`config.mk`:
```
export PLATFORM = sky130hd
export DESIGN_NAME = dcache_top
export DESIGN_NICKNAME = d
export VERILOG_FILES = /design/src/dcache_pkg.sv /design/src/dcache_decode.sv /design/src/dcache_ways.sv /design/src/dcache_execute.sv /design/src/dcache_top.sv
export VERILOG_INCLUDE_DIRS = /design/src
export SDC_FILE = /design/constraint.sdc
export NUM_CORES = 2
export LEC_CHECK = 0
export ABC_AREA = 1
export BUFFER_PORTS_ARGS = -buffer_cell sky130_fd_sc_hd__buf_2
export CAP_MARGIN = 20
export CORE_ASPECT_RATIO = 0.7
export CORE_MARGIN = 1
export CORE_UTILIZATION = 45
export CTS_CLUSTER_SIZE = 24
export DETAILED_ROUTE_END_ITERATION = 8
export MAX_ROUTING_LAYER = met4
export PLACE_DENSITY = 0.64
export SKIP_LAST_GASP = 1
export SLEW_MARGIN = 20
export SYNTH_ARGS = -nofsm -noshare
export SYNTH_HDL_FRONTEND = slang
export SYNTH_SLANG_ARGS = --single-unit
```
`constraint.sdc`:
```
create_clock -name CLK -period 5.9 [get_ports CLK]
set_clock_uncertainty 0.1 [all_clocks]
set_input_delay 1.18 -clock CLK [delete_from_list [all_inputs] [get_ports CLK]]
set_output_delay 1.18 -clock CLK [all_outputs]
set_load 0.005 [all_outputs]
```
`src/dcache_macros.svh`:
```
// geometry constants for the two-way write-back data cache
`ifndef DCACHE_MACROS_SVH
`define DCACHE_MACROS_SVH

// data and address word width
`define DCACHE_WORD_W 32

// set index for 8 sets
`define DCACHE_IDX_W 3
`define DCACHE_SETS 8

// word minus index, block offset and byte offset
`define DCACHE_TAG_W 26

// two words per block, four bytes per word
`define DCACHE_BLKOFF_W 1
`define DCACHE_BYTOFF_W 2

// flush scan covers both ways of every set plus one done value
`define DCACHE_SCAN_W 5
`define DCACHE_SCAN_LINES 16

`endif

```
`src/dcache_pkg.sv`:
```
// shared types of the data cache for address split, line frame, way commands and FSM states
`default_nettype none

`include "dcache_macros.svh"

package dcache_pkg;

  typedef logic [`DCACHE_WORD_W-1:0] word_t;

  // byte address as seen by the cache
  typedef struct packed {
    logic [`DCACHE_TAG_W-1:0]    tag;
    logic [`DCACHE_IDX_W-1:0]    idx;
    logic [`DCACHE_BLKOFF_W-1:0] blkoff;
    logic [`DCACHE_BYTOFF_W-1:0] bytoff;
  } dcache_addr_t;

  // one cache line
  typedef struct packed {
    logic                     valid;
    logic                     dirty;
    logic [`DCACHE_TAG_W-1:0] tag;
    word_t                    lower;
    word_t                    upper;
  } dcache_frame_t;

  // 0 picks way 0, 1 picks way 1
  typedef logic way_sel_t;

  typedef enum logic [2:0] {
    cmd_none,
    cmd_fill_lower,
    cmd_fill_upper,
    cmd_store_word,
    cmd_clean,
    cmd_touch
  } way_cmd_t;

  typedef enum logic [2:0] {
    st_idle,
    st_wb_lower,
    st_wb_upper,
    st_fill_lower,
    st_fill_upper,
    st_flush_scan,
    st_flushed
  } exec_state_t;

endpackage

`default_nettype wire

```
`src/dcache_decode.sv`:
```
// data cache decode with tag compare on both ways, load word select, hit way and victim choice
`timescale 1ns/100ps
`default_nettype none

module dcache_decode (
  input  wire dcache_pkg::word_t         req_addr,
  input  wire dcache_pkg::dcache_frame_t frame_w0,
  input  wire dcache_pkg::dcache_frame_t frame_w1,
  input  wire dcache_pkg::way_sel_t      lru,
  input  wire dcache_pkg::way_sel_t      wb_way,
  output logic                           tag_hit,
  output dcache_pkg::way_sel_t           hit_way,
  output dcache_pkg::word_t              load_word,
  output dcache_pkg::way_sel_t           victim_way,
  output dcache_pkg::dcache_frame_t      wb_frame
);

  dcache_pkg::dcache_addr_t  addr;
  dcache_pkg::dcache_frame_t hit_frame;
  logic                      hit_w0;
  logic                      hit_w1;

  assign addr = dcache_pkg::dcache_addr_t'(req_addr);

  // only a valid line can match
  assign hit_w0 = frame_w0.valid && (frame_w0.tag == addr.tag);
  assign hit_w1 = frame_w1.valid && (frame_w1.tag == addr.tag);

  assign tag_hit = hit_w0 || hit_w1;
  assign hit_way = hit_w0 ? 1'b0 : 1'b1;

  assign hit_frame = hit_w0 ? frame_w0 : frame_w1;

  // word within the block
  assign load_word = addr.blkoff[0] ? hit_frame.upper : hit_frame.lower;

  // an empty way is used before anything gets evicted
  always_comb
  begin
    if (!frame_w0.valid)
    begin
      victim_way = 1'b0;
    end
    else if (!frame_w1.valid)
    begin
      victim_way = 1'b1;
    end
    else
    begin
      victim_way = lru;
    end
  end

  // line named by execute for miss write-back and flush alike
  assign wb_frame = wb_way ? frame_w1 : frame_w0;

endmodule

`default_nettype wire

```
`src/dcache_ways.sv`:
```
// data cache storage of both ways and the per-set LRU bits with one command per clock
`timescale 1ns/100ps
`default_nettype none

`include "dcache_macros.svh"

module dcache_ways (
  input  wire                            CLK,
  input  wire                            nRST,
  input  wire logic [`DCACHE_IDX_W-1:0]  rd_idx,
  input  wire dcache_pkg::way_cmd_t      cmd,
  input  wire dcache_pkg::way_sel_t      cmd_way,
  input  wire                            cmd_blkoff,
  input  wire logic [`DCACHE_TAG_W-1:0]  cmd_tag,
  input  wire dcache_pkg::word_t         cmd_data,
  output dcache_pkg::dcache_frame_t      frame_w0,
  output dcache_pkg::dcache_frame_t      frame_w1,
  output dcache_pkg::way_sel_t           lru
);

  // valid, dirty and LRU state
  logic [1:0][`DCACHE_SETS-1:0] valid_q;
  logic [1:0][`DCACHE_SETS-1:0] dirty_q;
  logic [`DCACHE_SETS-1:0]      lru_q;

  // tags and data
  logic [`DCACHE_TAG_W-1:0] tag_q   [2][`DCACHE_SETS];
  dcache_pkg::word_t        lower_q [2][`DCACHE_SETS];
  dcache_pkg::word_t        upper_q [2][`DCACHE_SETS];

  dcache_pkg::dcache_frame_t rd_frame [2];

  always_ff @(posedge CLK, negedge nRST)
  begin
    if (!nRST)
    begin
      valid_q <= '0;
      dirty_q <= '0;
      lru_q   <= '0;
    end
    else
    begin
      case (cmd)
        dcache_pkg::cmd_fill_upper:
        begin
          valid_q[cmd_way][rd_idx] <= 1'b1;
        end
        dcache_pkg::cmd_store_word:
        begin
          dirty_q[cmd_way][rd_idx] <= 1'b1;
          lru_q[rd_idx]            <= ~cmd_way;
        end
        dcache_pkg::cmd_clean:
        begin
          dirty_q[cmd_way][rd_idx] <= 1'b0;
        end
        // the other way becomes least recent
        dcache_pkg::cmd_touch:
        begin
          lru_q[rd_idx] <= ~cmd_way;
        end
        default:
        begin
        end
      endcase
    end
  end

  always_ff @(posedge CLK)
  begin
    case (cmd)
      dcache_pkg::cmd_fill_lower:
      begin
        lower_q[cmd_way][rd_idx] <= cmd_data;
        tag_q[cmd_way][rd_idx]   <= cmd_tag;
      end
      dcache_pkg::cmd_fill_upper:
      begin
        upper_q[cmd_way][rd_idx] <= cmd_data;
      end
      dcache_pkg::cmd_store_word:
      begin
        if (cmd_blkoff)
        begin
          upper_q[cmd_way][rd_idx] <= cmd_data;
        end
        else
        begin
          lower_q[cmd_way][rd_idx] <= cmd_data;
        end
      end
      default:
      begin
      end
    endcase
  end

  // both frames of the addressed set
  always_comb
  begin
    for (int w = 0; w < 2; w++)
    begin
      rd_frame[w].valid = valid_q[w][rd_idx];
      rd_frame[w].dirty = dirty_q[w][rd_idx];
      rd_frame[w].tag   = tag_q[w][rd_idx];
      rd_frame[w].lower = lower_q[w][rd_idx];
      rd_frame[w].upper = upper_q[w][rd_idx];
    end
  end

  assign frame_w0 = rd_frame[0];
  assign frame_w1 = rd_frame[1];
  assign lru      = lru_q[rd_idx];

endmodule

`default_nettype wire

```
`src/dcache_execute.sv`:
```
// data cache controller FSM for miss handling, dirty write-back, block fill and halt flush
`timescale 1ns/100ps
`default_nettype none

`include "dcache_macros.svh"

module dcache_execute (
  input  wire                            CLK,
  input  wire                            nRST,
  input  wire                            dmemREN,
  input  wire                            dmemWEN,
  input  wire                            halt,
  input  wire dcache_pkg::word_t         dmemaddr,
  input  wire dcache_pkg::word_t         dmemstore,
  input  wire                            tag_hit,
  input  wire dcache_pkg::way_sel_t      hit_way,
  input  wire dcache_pkg::way_sel_t      victim_way,
  input  wire dcache_pkg::dcache_frame_t wb_frame,
  input  wire                            dwait,
  input  wire dcache_pkg::word_t         dload,
  output logic [`DCACHE_IDX_W-1:0]       rd_idx,
  output dcache_pkg::way_cmd_t           cmd,
  output dcache_pkg::way_sel_t           cmd_way,
  output logic                           cmd_blkoff,
  output logic [`DCACHE_TAG_W-1:0]       cmd_tag,
  output dcache_pkg::word_t              cmd_data,
  output dcache_pkg::way_sel_t           wb_way,
  output logic                           dhit,
  output logic                           flushed,
  output logic                           dREN,
  output logic                           dWEN,
  output dcache_pkg::word_t              daddr,
  output dcache_pkg::word_t              dstore
);

  dcache_pkg::exec_state_t  state_q;
  dcache_pkg::exec_state_t  state_d;
  logic [`DCACHE_SCAN_W-1:0] scan_q;
  logic [`DCACHE_SCAN_W-1:0] scan_d;
  dcache_pkg::way_sel_t     victim_q;
  dcache_pkg::way_sel_t     victim_d;
  logic                     flush_q;
  logic                     flush_d;

  dcache_pkg::dcache_addr_t req;
  dcache_pkg::dcache_addr_t mem_addr;
  logic                     request;
  logic                     in_wb;
  logic                     in_fill;
  logic                     scan_done;

  assign req       = dcache_pkg::dcache_addr_t'(dmemaddr);
  assign request   = dmemREN || dmemWEN;
  assign in_wb     = (state_q == dcache_pkg::st_wb_lower) || (state_q == dcache_pkg::st_wb_upper);
  assign in_fill   = (state_q == dcache_pkg::st_fill_lower) ||
                     (state_q == dcache_pkg::st_fill_upper);
  assign scan_done = (scan_q == `DCACHE_SCAN_W'(`DCACHE_SCAN_LINES));

  // flush walks way 0 sets 0..7, then way 1 sets 0..7
  assign rd_idx = flush_q ? scan_q[`DCACHE_IDX_W-1:0] : req.idx;

  // in idle the candidate victim is shown so its dirty bit can be seen
  assign wb_way = flush_q ? scan_q[`DCACHE_IDX_W] :
                  ((state_q == dcache_pkg::st_idle) ? victim_way : victim_q);

  assign cmd_blkoff = req.blkoff[0];
  assign cmd_tag    = req.tag;

  assign dhit    = (state_q == dcache_pkg::st_idle) && !halt && request && tag_hit;
  assign flushed = (state_q == dcache_pkg::st_flushed);

  // block aligned memory address with the upper word in the second state of each pair
  always_comb
  begin
    mem_addr.tag    = in_wb ? wb_frame.tag : req.tag;
    mem_addr.idx    = rd_idx;
    mem_addr.blkoff = ((state_q == dcache_pkg::st_wb_upper) ||
                       (state_q == dcache_pkg::st_fill_upper)) ? 1'b1 : 1'b0;
    mem_addr.bytoff = '0;
  end

  assign daddr  = mem_addr;
  assign dstore = (state_q == dcache_pkg::st_wb_upper) ? wb_frame.upper : wb_frame.lower;
  assign dREN   = in_fill;
  assign dWEN   = in_wb;

  always_comb
  begin
    state_d  = state_q;
    scan_d   = scan_q;
    victim_d = victim_q;
    flush_d  = flush_q;
    cmd      = dcache_pkg::cmd_none;
    cmd_way  = wb_way;
    cmd_data = dload;
    case (state_q)
      dcache_pkg::st_idle:
      begin
        if (halt)
        begin
          state_d = dcache_pkg::st_flush_scan;
          flush_d = 1'b1;
          scan_d  = '0;
        end
        else if (request && tag_hit)
        begin
          cmd_way  = hit_way;
          cmd_data = dmemstore;
          if (dmemWEN)
          begin
            cmd = dcache_pkg::cmd_store_word;
          end
          else
          begin
            cmd = dcache_pkg::cmd_touch;
          end
        end
        else if (request)
        begin
          victim_d = victim_way;
          if (wb_frame.valid && wb_frame.dirty)
          begin
            state_d = dcache_pkg::st_wb_lower;
          end
          else
          begin
            state_d = dcache_pkg::st_fill_lower;
          end
        end
      end
      dcache_pkg::st_wb_lower:
      begin
        if (!dwait)
        begin
          state_d = dcache_pkg::st_wb_upper;
        end
      end
      dcache_pkg::st_wb_upper:
      begin
        if (!dwait)
        begin
          cmd = dcache_pkg::cmd_clean;
          if (flush_q)
          begin
            state_d = dcache_pkg::st_flush_scan;
            scan_d  = scan_q + `DCACHE_SCAN_W'(1);
          end
          else
          begin
            state_d = dcache_pkg::st_fill_lower;
          end
        end
      end
      dcache_pkg::st_fill_lower:
      begin
        if (!dwait)
        begin
          cmd     = dcache_pkg::cmd_fill_lower;
          state_d = dcache_pkg::st_fill_upper;
        end
      end
      // the pending request hits once back in idle
      dcache_pkg::st_fill_upper:
      begin
        if (!dwait)
        begin
          cmd     = dcache_pkg::cmd_fill_upper;
          state_d = dcache_pkg::st_idle;
        end
      end
      dcache_pkg::st_flush_scan:
      begin
        if (scan_done)
        begin
          state_d = dcache_pkg::st_flushed;
        end
        else if (wb_frame.valid && wb_frame.dirty)
        begin
          state_d = dcache_pkg::st_wb_lower;
        end
        else
        begin
          scan_d = scan_q + `DCACHE_SCAN_W'(1);
        end
      end
      // stays here until reset
      dcache_pkg::st_flushed:
      begin
        state_d = dcache_pkg::st_flushed;
      end
      default:
      begin
        state_d = dcache_pkg::st_idle;
      end
    endcase
  end

  always_ff @(posedge CLK, negedge nRST)
  begin
    if (!nRST)
    begin
      state_q  <= dcache_pkg::st_idle;
      scan_q   <= '0;
      victim_q <= 1'b0;
      flush_q  <= 1'b0;
    end
    else
    begin
      state_q  <= state_d;
      scan_q   <= scan_d;
      victim_q <= victim_d;
      flush_q  <= flush_d;
    end
  end

endmodule

`default_nettype wire

```
`src/dcache_top.sv`:
```
// two-way write-back data cache between the datapath and a word-wide memory port
`timescale 1ns/100ps
`default_nettype none

`include "dcache_macros.svh"

module dcache_top (
  input  wire                    CLK,
  input  wire                    nRST,
  input  wire                    dmemREN,
  input  wire                    dmemWEN,
  input  wire dcache_pkg::word_t dmemaddr,
  input  wire dcache_pkg::word_t dmemstore,
  input  wire                    halt,
  output dcache_pkg::word_t      dmemload,
  output logic                   dhit,
  output logic                   flushed,
  output logic                   dREN,
  output logic                   dWEN,
  output dcache_pkg::word_t      daddr,
  output dcache_pkg::word_t      dstore,
  input  wire dcache_pkg::word_t dload,
  input  wire                    dwait
);

  // execute to ways
  logic [`DCACHE_IDX_W-1:0]  rd_idx;
  dcache_pkg::way_cmd_t      cmd;
  dcache_pkg::way_sel_t      cmd_way;
  logic                      cmd_blkoff;
  logic [`DCACHE_TAG_W-1:0]  cmd_tag;
  dcache_pkg::word_t         cmd_data;

  // ways to decode
  dcache_pkg::dcache_frame_t frame_w0;
  dcache_pkg::dcache_frame_t frame_w1;
  dcache_pkg::way_sel_t      lru;

  // decode and execute
  dcache_pkg::way_sel_t      wb_way;
  logic                      tag_hit;
  dcache_pkg::way_sel_t      hit_way;
  dcache_pkg::way_sel_t      victim_way;
  dcache_pkg::dcache_frame_t wb_frame;

  dcache_decode u_decode (
    .req_addr   (dmemaddr),
    .frame_w0   (frame_w0),
    .frame_w1   (frame_w1),
    .lru        (lru),
    .wb_way     (wb_way),
    .tag_hit    (tag_hit),
    .hit_way    (hit_way),
    .load_word  (dmemload),
    .victim_way (victim_way),
    .wb_frame   (wb_frame)
  );

  dcache_ways u_ways (
    .CLK        (CLK),
    .nRST       (nRST),
    .rd_idx     (rd_idx),
    .cmd        (cmd),
    .cmd_way    (cmd_way),
    .cmd_blkoff (cmd_blkoff),
    .cmd_tag    (cmd_tag),
    .cmd_data   (cmd_data),
    .frame_w0   (frame_w0),
    .frame_w1   (frame_w1),
    .lru        (lru)
  );

  dcache_execute u_execute (
    .CLK        (CLK),
    .nRST       (nRST),
    .dmemREN    (dmemREN),
    .dmemWEN    (dmemWEN),
    .halt       (halt),
    .dmemaddr   (dmemaddr),
    .dmemstore  (dmemstore),
    .tag_hit    (tag_hit),
    .hit_way    (hit_way),
    .victim_way (victim_way),
    .wb_frame   (wb_frame),
    .dwait      (dwait),
    .dload      (dload),
    .rd_idx     (rd_idx),
    .cmd        (cmd),
    .cmd_way    (cmd_way),
    .cmd_blkoff (cmd_blkoff),
    .cmd_tag    (cmd_tag),
    .cmd_data   (cmd_data),
    .wb_way     (wb_way),
    .dhit       (dhit),
    .flushed    (flushed),
    .dREN       (dREN),
    .dWEN       (dWEN),
    .daddr      (daddr),
    .dstore     (dstore)
  );

endmodule

`default_nettype wire

```
==> out/qor.csv <==
stage,metric,value,unit
global_routing,Global Route Usage Sum,0.2832,
placed_design,port buffer count,197,
die,Die Wd,436.0,um
route,vias,40291,
cts,"Reg clk slew, reported paths",60,ps
sta,relative slew slack,0.2724,
critical_path,critical path endpoint category,output pin,
global_routing,vias in the first global route,36741,
status,outcome,completed,
route,DR DRC count,0,
power_and_ir_drop,internal power,18.30,mW
critical_path,"slowest stage cell, crit path",dfrtp_2,
critical_path,sum of buffers and inverters on the critical path,6,
route,vias per std cell,6.044,
route,Antenna Nets Post-Route,0,
die,Initial Util,0.4535,
route,first-pass detailed-route iteration total,8,
yosys,register area share after synthesis,0.7498,
critical_path,CP max stage delay,500,ps
power_and_ir_drop,pwr/cell area,376.6,nW/um^2
global_routing,first-pass GRT wire length,264800,um
cts,Worst-Skew Late Latency,800,ps
power_and_ir_drop,Sequential Power Share,0.452,
sta,Max Clk Rate,174.3,MHz
sta,final hold vios,0,
yosys,synth unique cells,44,
sta,Hold Slack,357.9,ps
yosys,mapped cell area,59340,um^2
power_and_ir_drop,combinational share of power,0.200,
power_and_ir_drop,NetSw,7.764,mW
yosys,number of synthesized register bits,1490,
critical_path,"Data required, critical path",4620,ps
sta,setup violators final,0,
critical_path,number of cells on the worst reg-to-reg path,23,
cts,Clock Path Buffers,3,
yosys,Ys Warns,0,
power_and_ir_drop,Clk pwr share,0.348,
global_routing,initial antenna violation count,9,
global_routing,largest net degree at the start of global routing,85,
sta,setup TNS,0,ps
power_and_ir_drop,worst vdd ir,0.0003154,V
die,Core Rows,111,
cts,Sink Count,1490,
critical_path,CP Max Fanout,25,
critical_path,critical path arrival,4460,ps
die,die area,133300,um^2
sta,"Slew Viols, Final",0,
layout,share of post-route cells with drive strength above 1,0.1496,
critical_path,CP Launch Type,flip-flop,
yosys,Syn Area/Cell,13.27,um^2
critical_path,cell mode on critical path,nand2_1,
yosys,"area leader, netlist",edfxtp_1,
power_and_ir_drop,leakage,24.16,nW
cts,CTS tree,yes,
layout,nets,4896,
cts,# H-tree levels,4,
hold_path,worst hold path depth,2,
critical_path,CP top delay family,simple AND/OR/NAND/NOR gates,
critical_path,crit-path cells,"inv_6, nand2_1, nand2_4, nor2_4, buf_12, nand3_1, nand2_1, nor2_1, nand2_1, nand2_1, nor2_1, nand3_1, nor2_2, nand2_4, inv_4, buf_6, nor2_1, o22ai_1, buf_4, buf_2",
yosys,"top cells by area, synth","edfxtp_1 73%, nand2_1 6.4%, a22oi_1 4.7%, dfrtp_1 2.1%, nand3_1 2.1%",
cts,CTS Hold Bufs,0,
sta,Tmin final,5738,ps
sta,final worst path period share,0.9725,
critical_path,Crit path depth,20,
route,Post-Route WL,188300,um
die,I/O pin count,202,
cts,CTS Buf Count,144,
layout,fillers,10760,
yosys,Yosys top cell area share,0.7288,
yosys,Cells after Synth,4472,
layout,Util after Layout,0.5292,
power_and_ir_drop,switch share,0.2978,
critical_path,WS Path Type,reg -> out,
sta,RSZ-0062 raised after global routing,no,
die,core area,130800,um^2
flow_run,max_cap viols,0,
cts,CTS Root Cell,clkbuf_16,
sta,Worst Max-Slew Pin Slew,1090,ps
die,die height,305.8,um
hold_path,min-delay worst type,reg -> reg,
route,Initial DRC Count,6277,
placed_design,routability congestion estimate from global placement,0.9856,
layout,area delta synth->final,16.67,%
route,average wire per standard cell,28.25,um
global_routing,total congestion overflow,0,
placed_design,DP HPWL,106100,um
cell usage after synthesis:
cell      instances
o21ai_0         190
inv_1           124
buf_1            41
inv_6             1
conb_1            1
nand4_1         148
nor3b_1           1
o21bai_2          2
nor2_1          289
nand2_1        1016
o31ai_1           1
nor4_1            2
nand3b_1          3
dfrtp_1          50
a221oi_1         56
nand2_2           8
nand3_1         249
and3_1            1
o21ai_1          23
nor2_2            8
nor2_8            1
a32oi_1           1
a22oi_1         371
buf_4            19
inv_2             8
o221ai_1          1
a32o_1            3
nor3_1           27
o211ai_1          1
nand2_4           7
nor2_4            3
ha_1              2
o21bai_1          6
or2_2             2
buf_2            73
buf_6             8
edfxtp_1       1440
xor2_1            3
a22o_1           48
a21oi_4           1
o22ai_1          82
clkbuf_1        118
a21o_1            1
a21oi_1          32
area by class of cell:
| cell class | count | area [um^2] | area share |
|---|---|---|---|
| antenna | 8 | 20.02 | 0.0002892 |
| tap | 1751 | 2191 | 0.03165 |
| multi-input combinational | 2594 | 13580 | 0.1961 |
| sequential | 1490 | 44490 | 0.6427 |
| timing repair buffer | 429 | 3807 | 0.05500 |
| inverter | 133 | 524.3 | 0.007573 |
| clock buffer | 179 | 3799 | 0.05487 |
| clock inverter | 82 | 817.0 | 0.01180 |
through the flow:
| stage | instances | worst slack, ps | total power [mW] | instance area (um^2) |
|---|---|---|---|---|
| finish | 6666 | 162.2 | 26.07 | 69230 |
| global placement | 6385 | 173.3 | 16.92 | 64390 |
| global route | 6665 | 13.16 | 26.86 | 69230 |
| detailed placement | 6385 | 202.3 | 16.96 | 64390 |
| CTS | 6646 | 42.72 | 25.91 | 69000 |
| floorplan | 4473 | 876.1 | 14.60 | 59340 |
layer usage:
layer  wire, um  global-route usage  part of all wire
met5          0                   -                 0
met2      82020              0.4002              0.44
met1      78290              0.4123              0.42
met3      23250             0.06236              0.12
met4       4764             0.07882             0.025
flip-flops by register name (all words and copies together) (netlist names), named ones only:
register            cells
u_ways.lru_q            8
u_ways.tag_q          416
u_execute.state_q       3
u_execute.scan_q        5
u_ways.valid_q         16
u_ways.lower_q        512
u_ways.upper_q        512
u_execute.victim_q      1
u_execute.flush_q       1
layout by cell type, fill, tap and decap left out, types with 3 or more instances in the layout:
cell type and n:
edfxtp_1 1440, nand2_1 1010, a22oi_1 371, nand3_1 249
nor2_1 244, buf_2 197, o21ai_0 190, clkbuf_16 149
nand4_1 148, buf_4 146, inv_1 111, o22ai_1 82
buf_12 81, a221oi_1 56, dfrtp_1 49, a22o_1 48
nor2_4 47, clkinv_1 34, a21oi_1 32, clkbuf_1 32
nor3_1 26, o21ai_1 23, clkinv_2 21, inv_2 16
nand2_2 11, nand2_4 10, nor2_2 9, bufinv_16 9
diode_2 8, o21bai_1 6, clkinv_16 6, inv_6 5
clkinv_8 4, nand2_8 3, nand3b_1 3, xor2_1 3
a32o_1 3, clkinvlp_4 3, clkinv_4 3
cell families (layout without fill, tap and decap cells):
kind of cell,count (synthesis),after routing,share of synthesized area
buffers and inverters,392,823,0.02864
DFF,1490,1490,0.7498
other,1,10,0.00006320
xor gates and xnor gates,3,3,0.0004429
AOI/OAI and AO/OA,819,819,0.09419
adders and majority gates,2,2,0.0004217
and+or+nand+nor,1765,1768,0.1264
worst register-to-register path, cell delays in order, from the launching register on:
cell and delay, ps:
dfrtp_2 490, inv_6 130, nand2_2 180, nand2_8 220, buf_4 150, buf_4 100, buf_4 250, nand2_1 90
nand3_1 90, nand2_1 50, nor2_1 470, inv_1 100, nand2_1 130, nand2_1 70, nor2_1 150, nand3_1 90
nor2_1 110, nand2_1 130, nand2_4 130, nand2_4 120, a21oi_4 340, nand2_1 300, nor2_4 190, buf_12 340
final timing paths:
path                                   start                         end  slack (ps)
max in group asynchronous               nRST           u_execute.flush_q        4780
setup reg to reg           u_execute.flush_q      u_ways.upper_q[1][117]        1020
setup / recovery           u_execute.flush_q                dmemload[27]         160
hold / removal             u_ways.valid_q[0]           u_ways.valid_q[0]         360
min in group asynchronous               nRST  asynchronous set/reset pin         430
hold reg to reg            u_ways.valid_q[0]           u_ways.valid_q[0]         360
power groups by stage:
| stage | clock, mW | sequential [mW] | combinational (mW) |
|---|---|---|---|
| floorplan | 0 | 12.0 | 2.60 |
| global placement | 0 | 12.0 | 4.92 |
| detailed placement | 0 | 12.0 | 4.95 |
| CTS | 9.16 | 11.8 | 4.97 |
| global route | 9.57 | 11.8 | 5.50 |
| finish | 9.08 | 11.8 | 5.20 |
timing repair:
item | 4_1_cts | 5_1_grt
buffers inserted | 0 | 7
gates resized for setup | 0 | 15
setup endpoints to repair | 0 | 39
No activity file was read; power rests on OpenSTA's default activity.
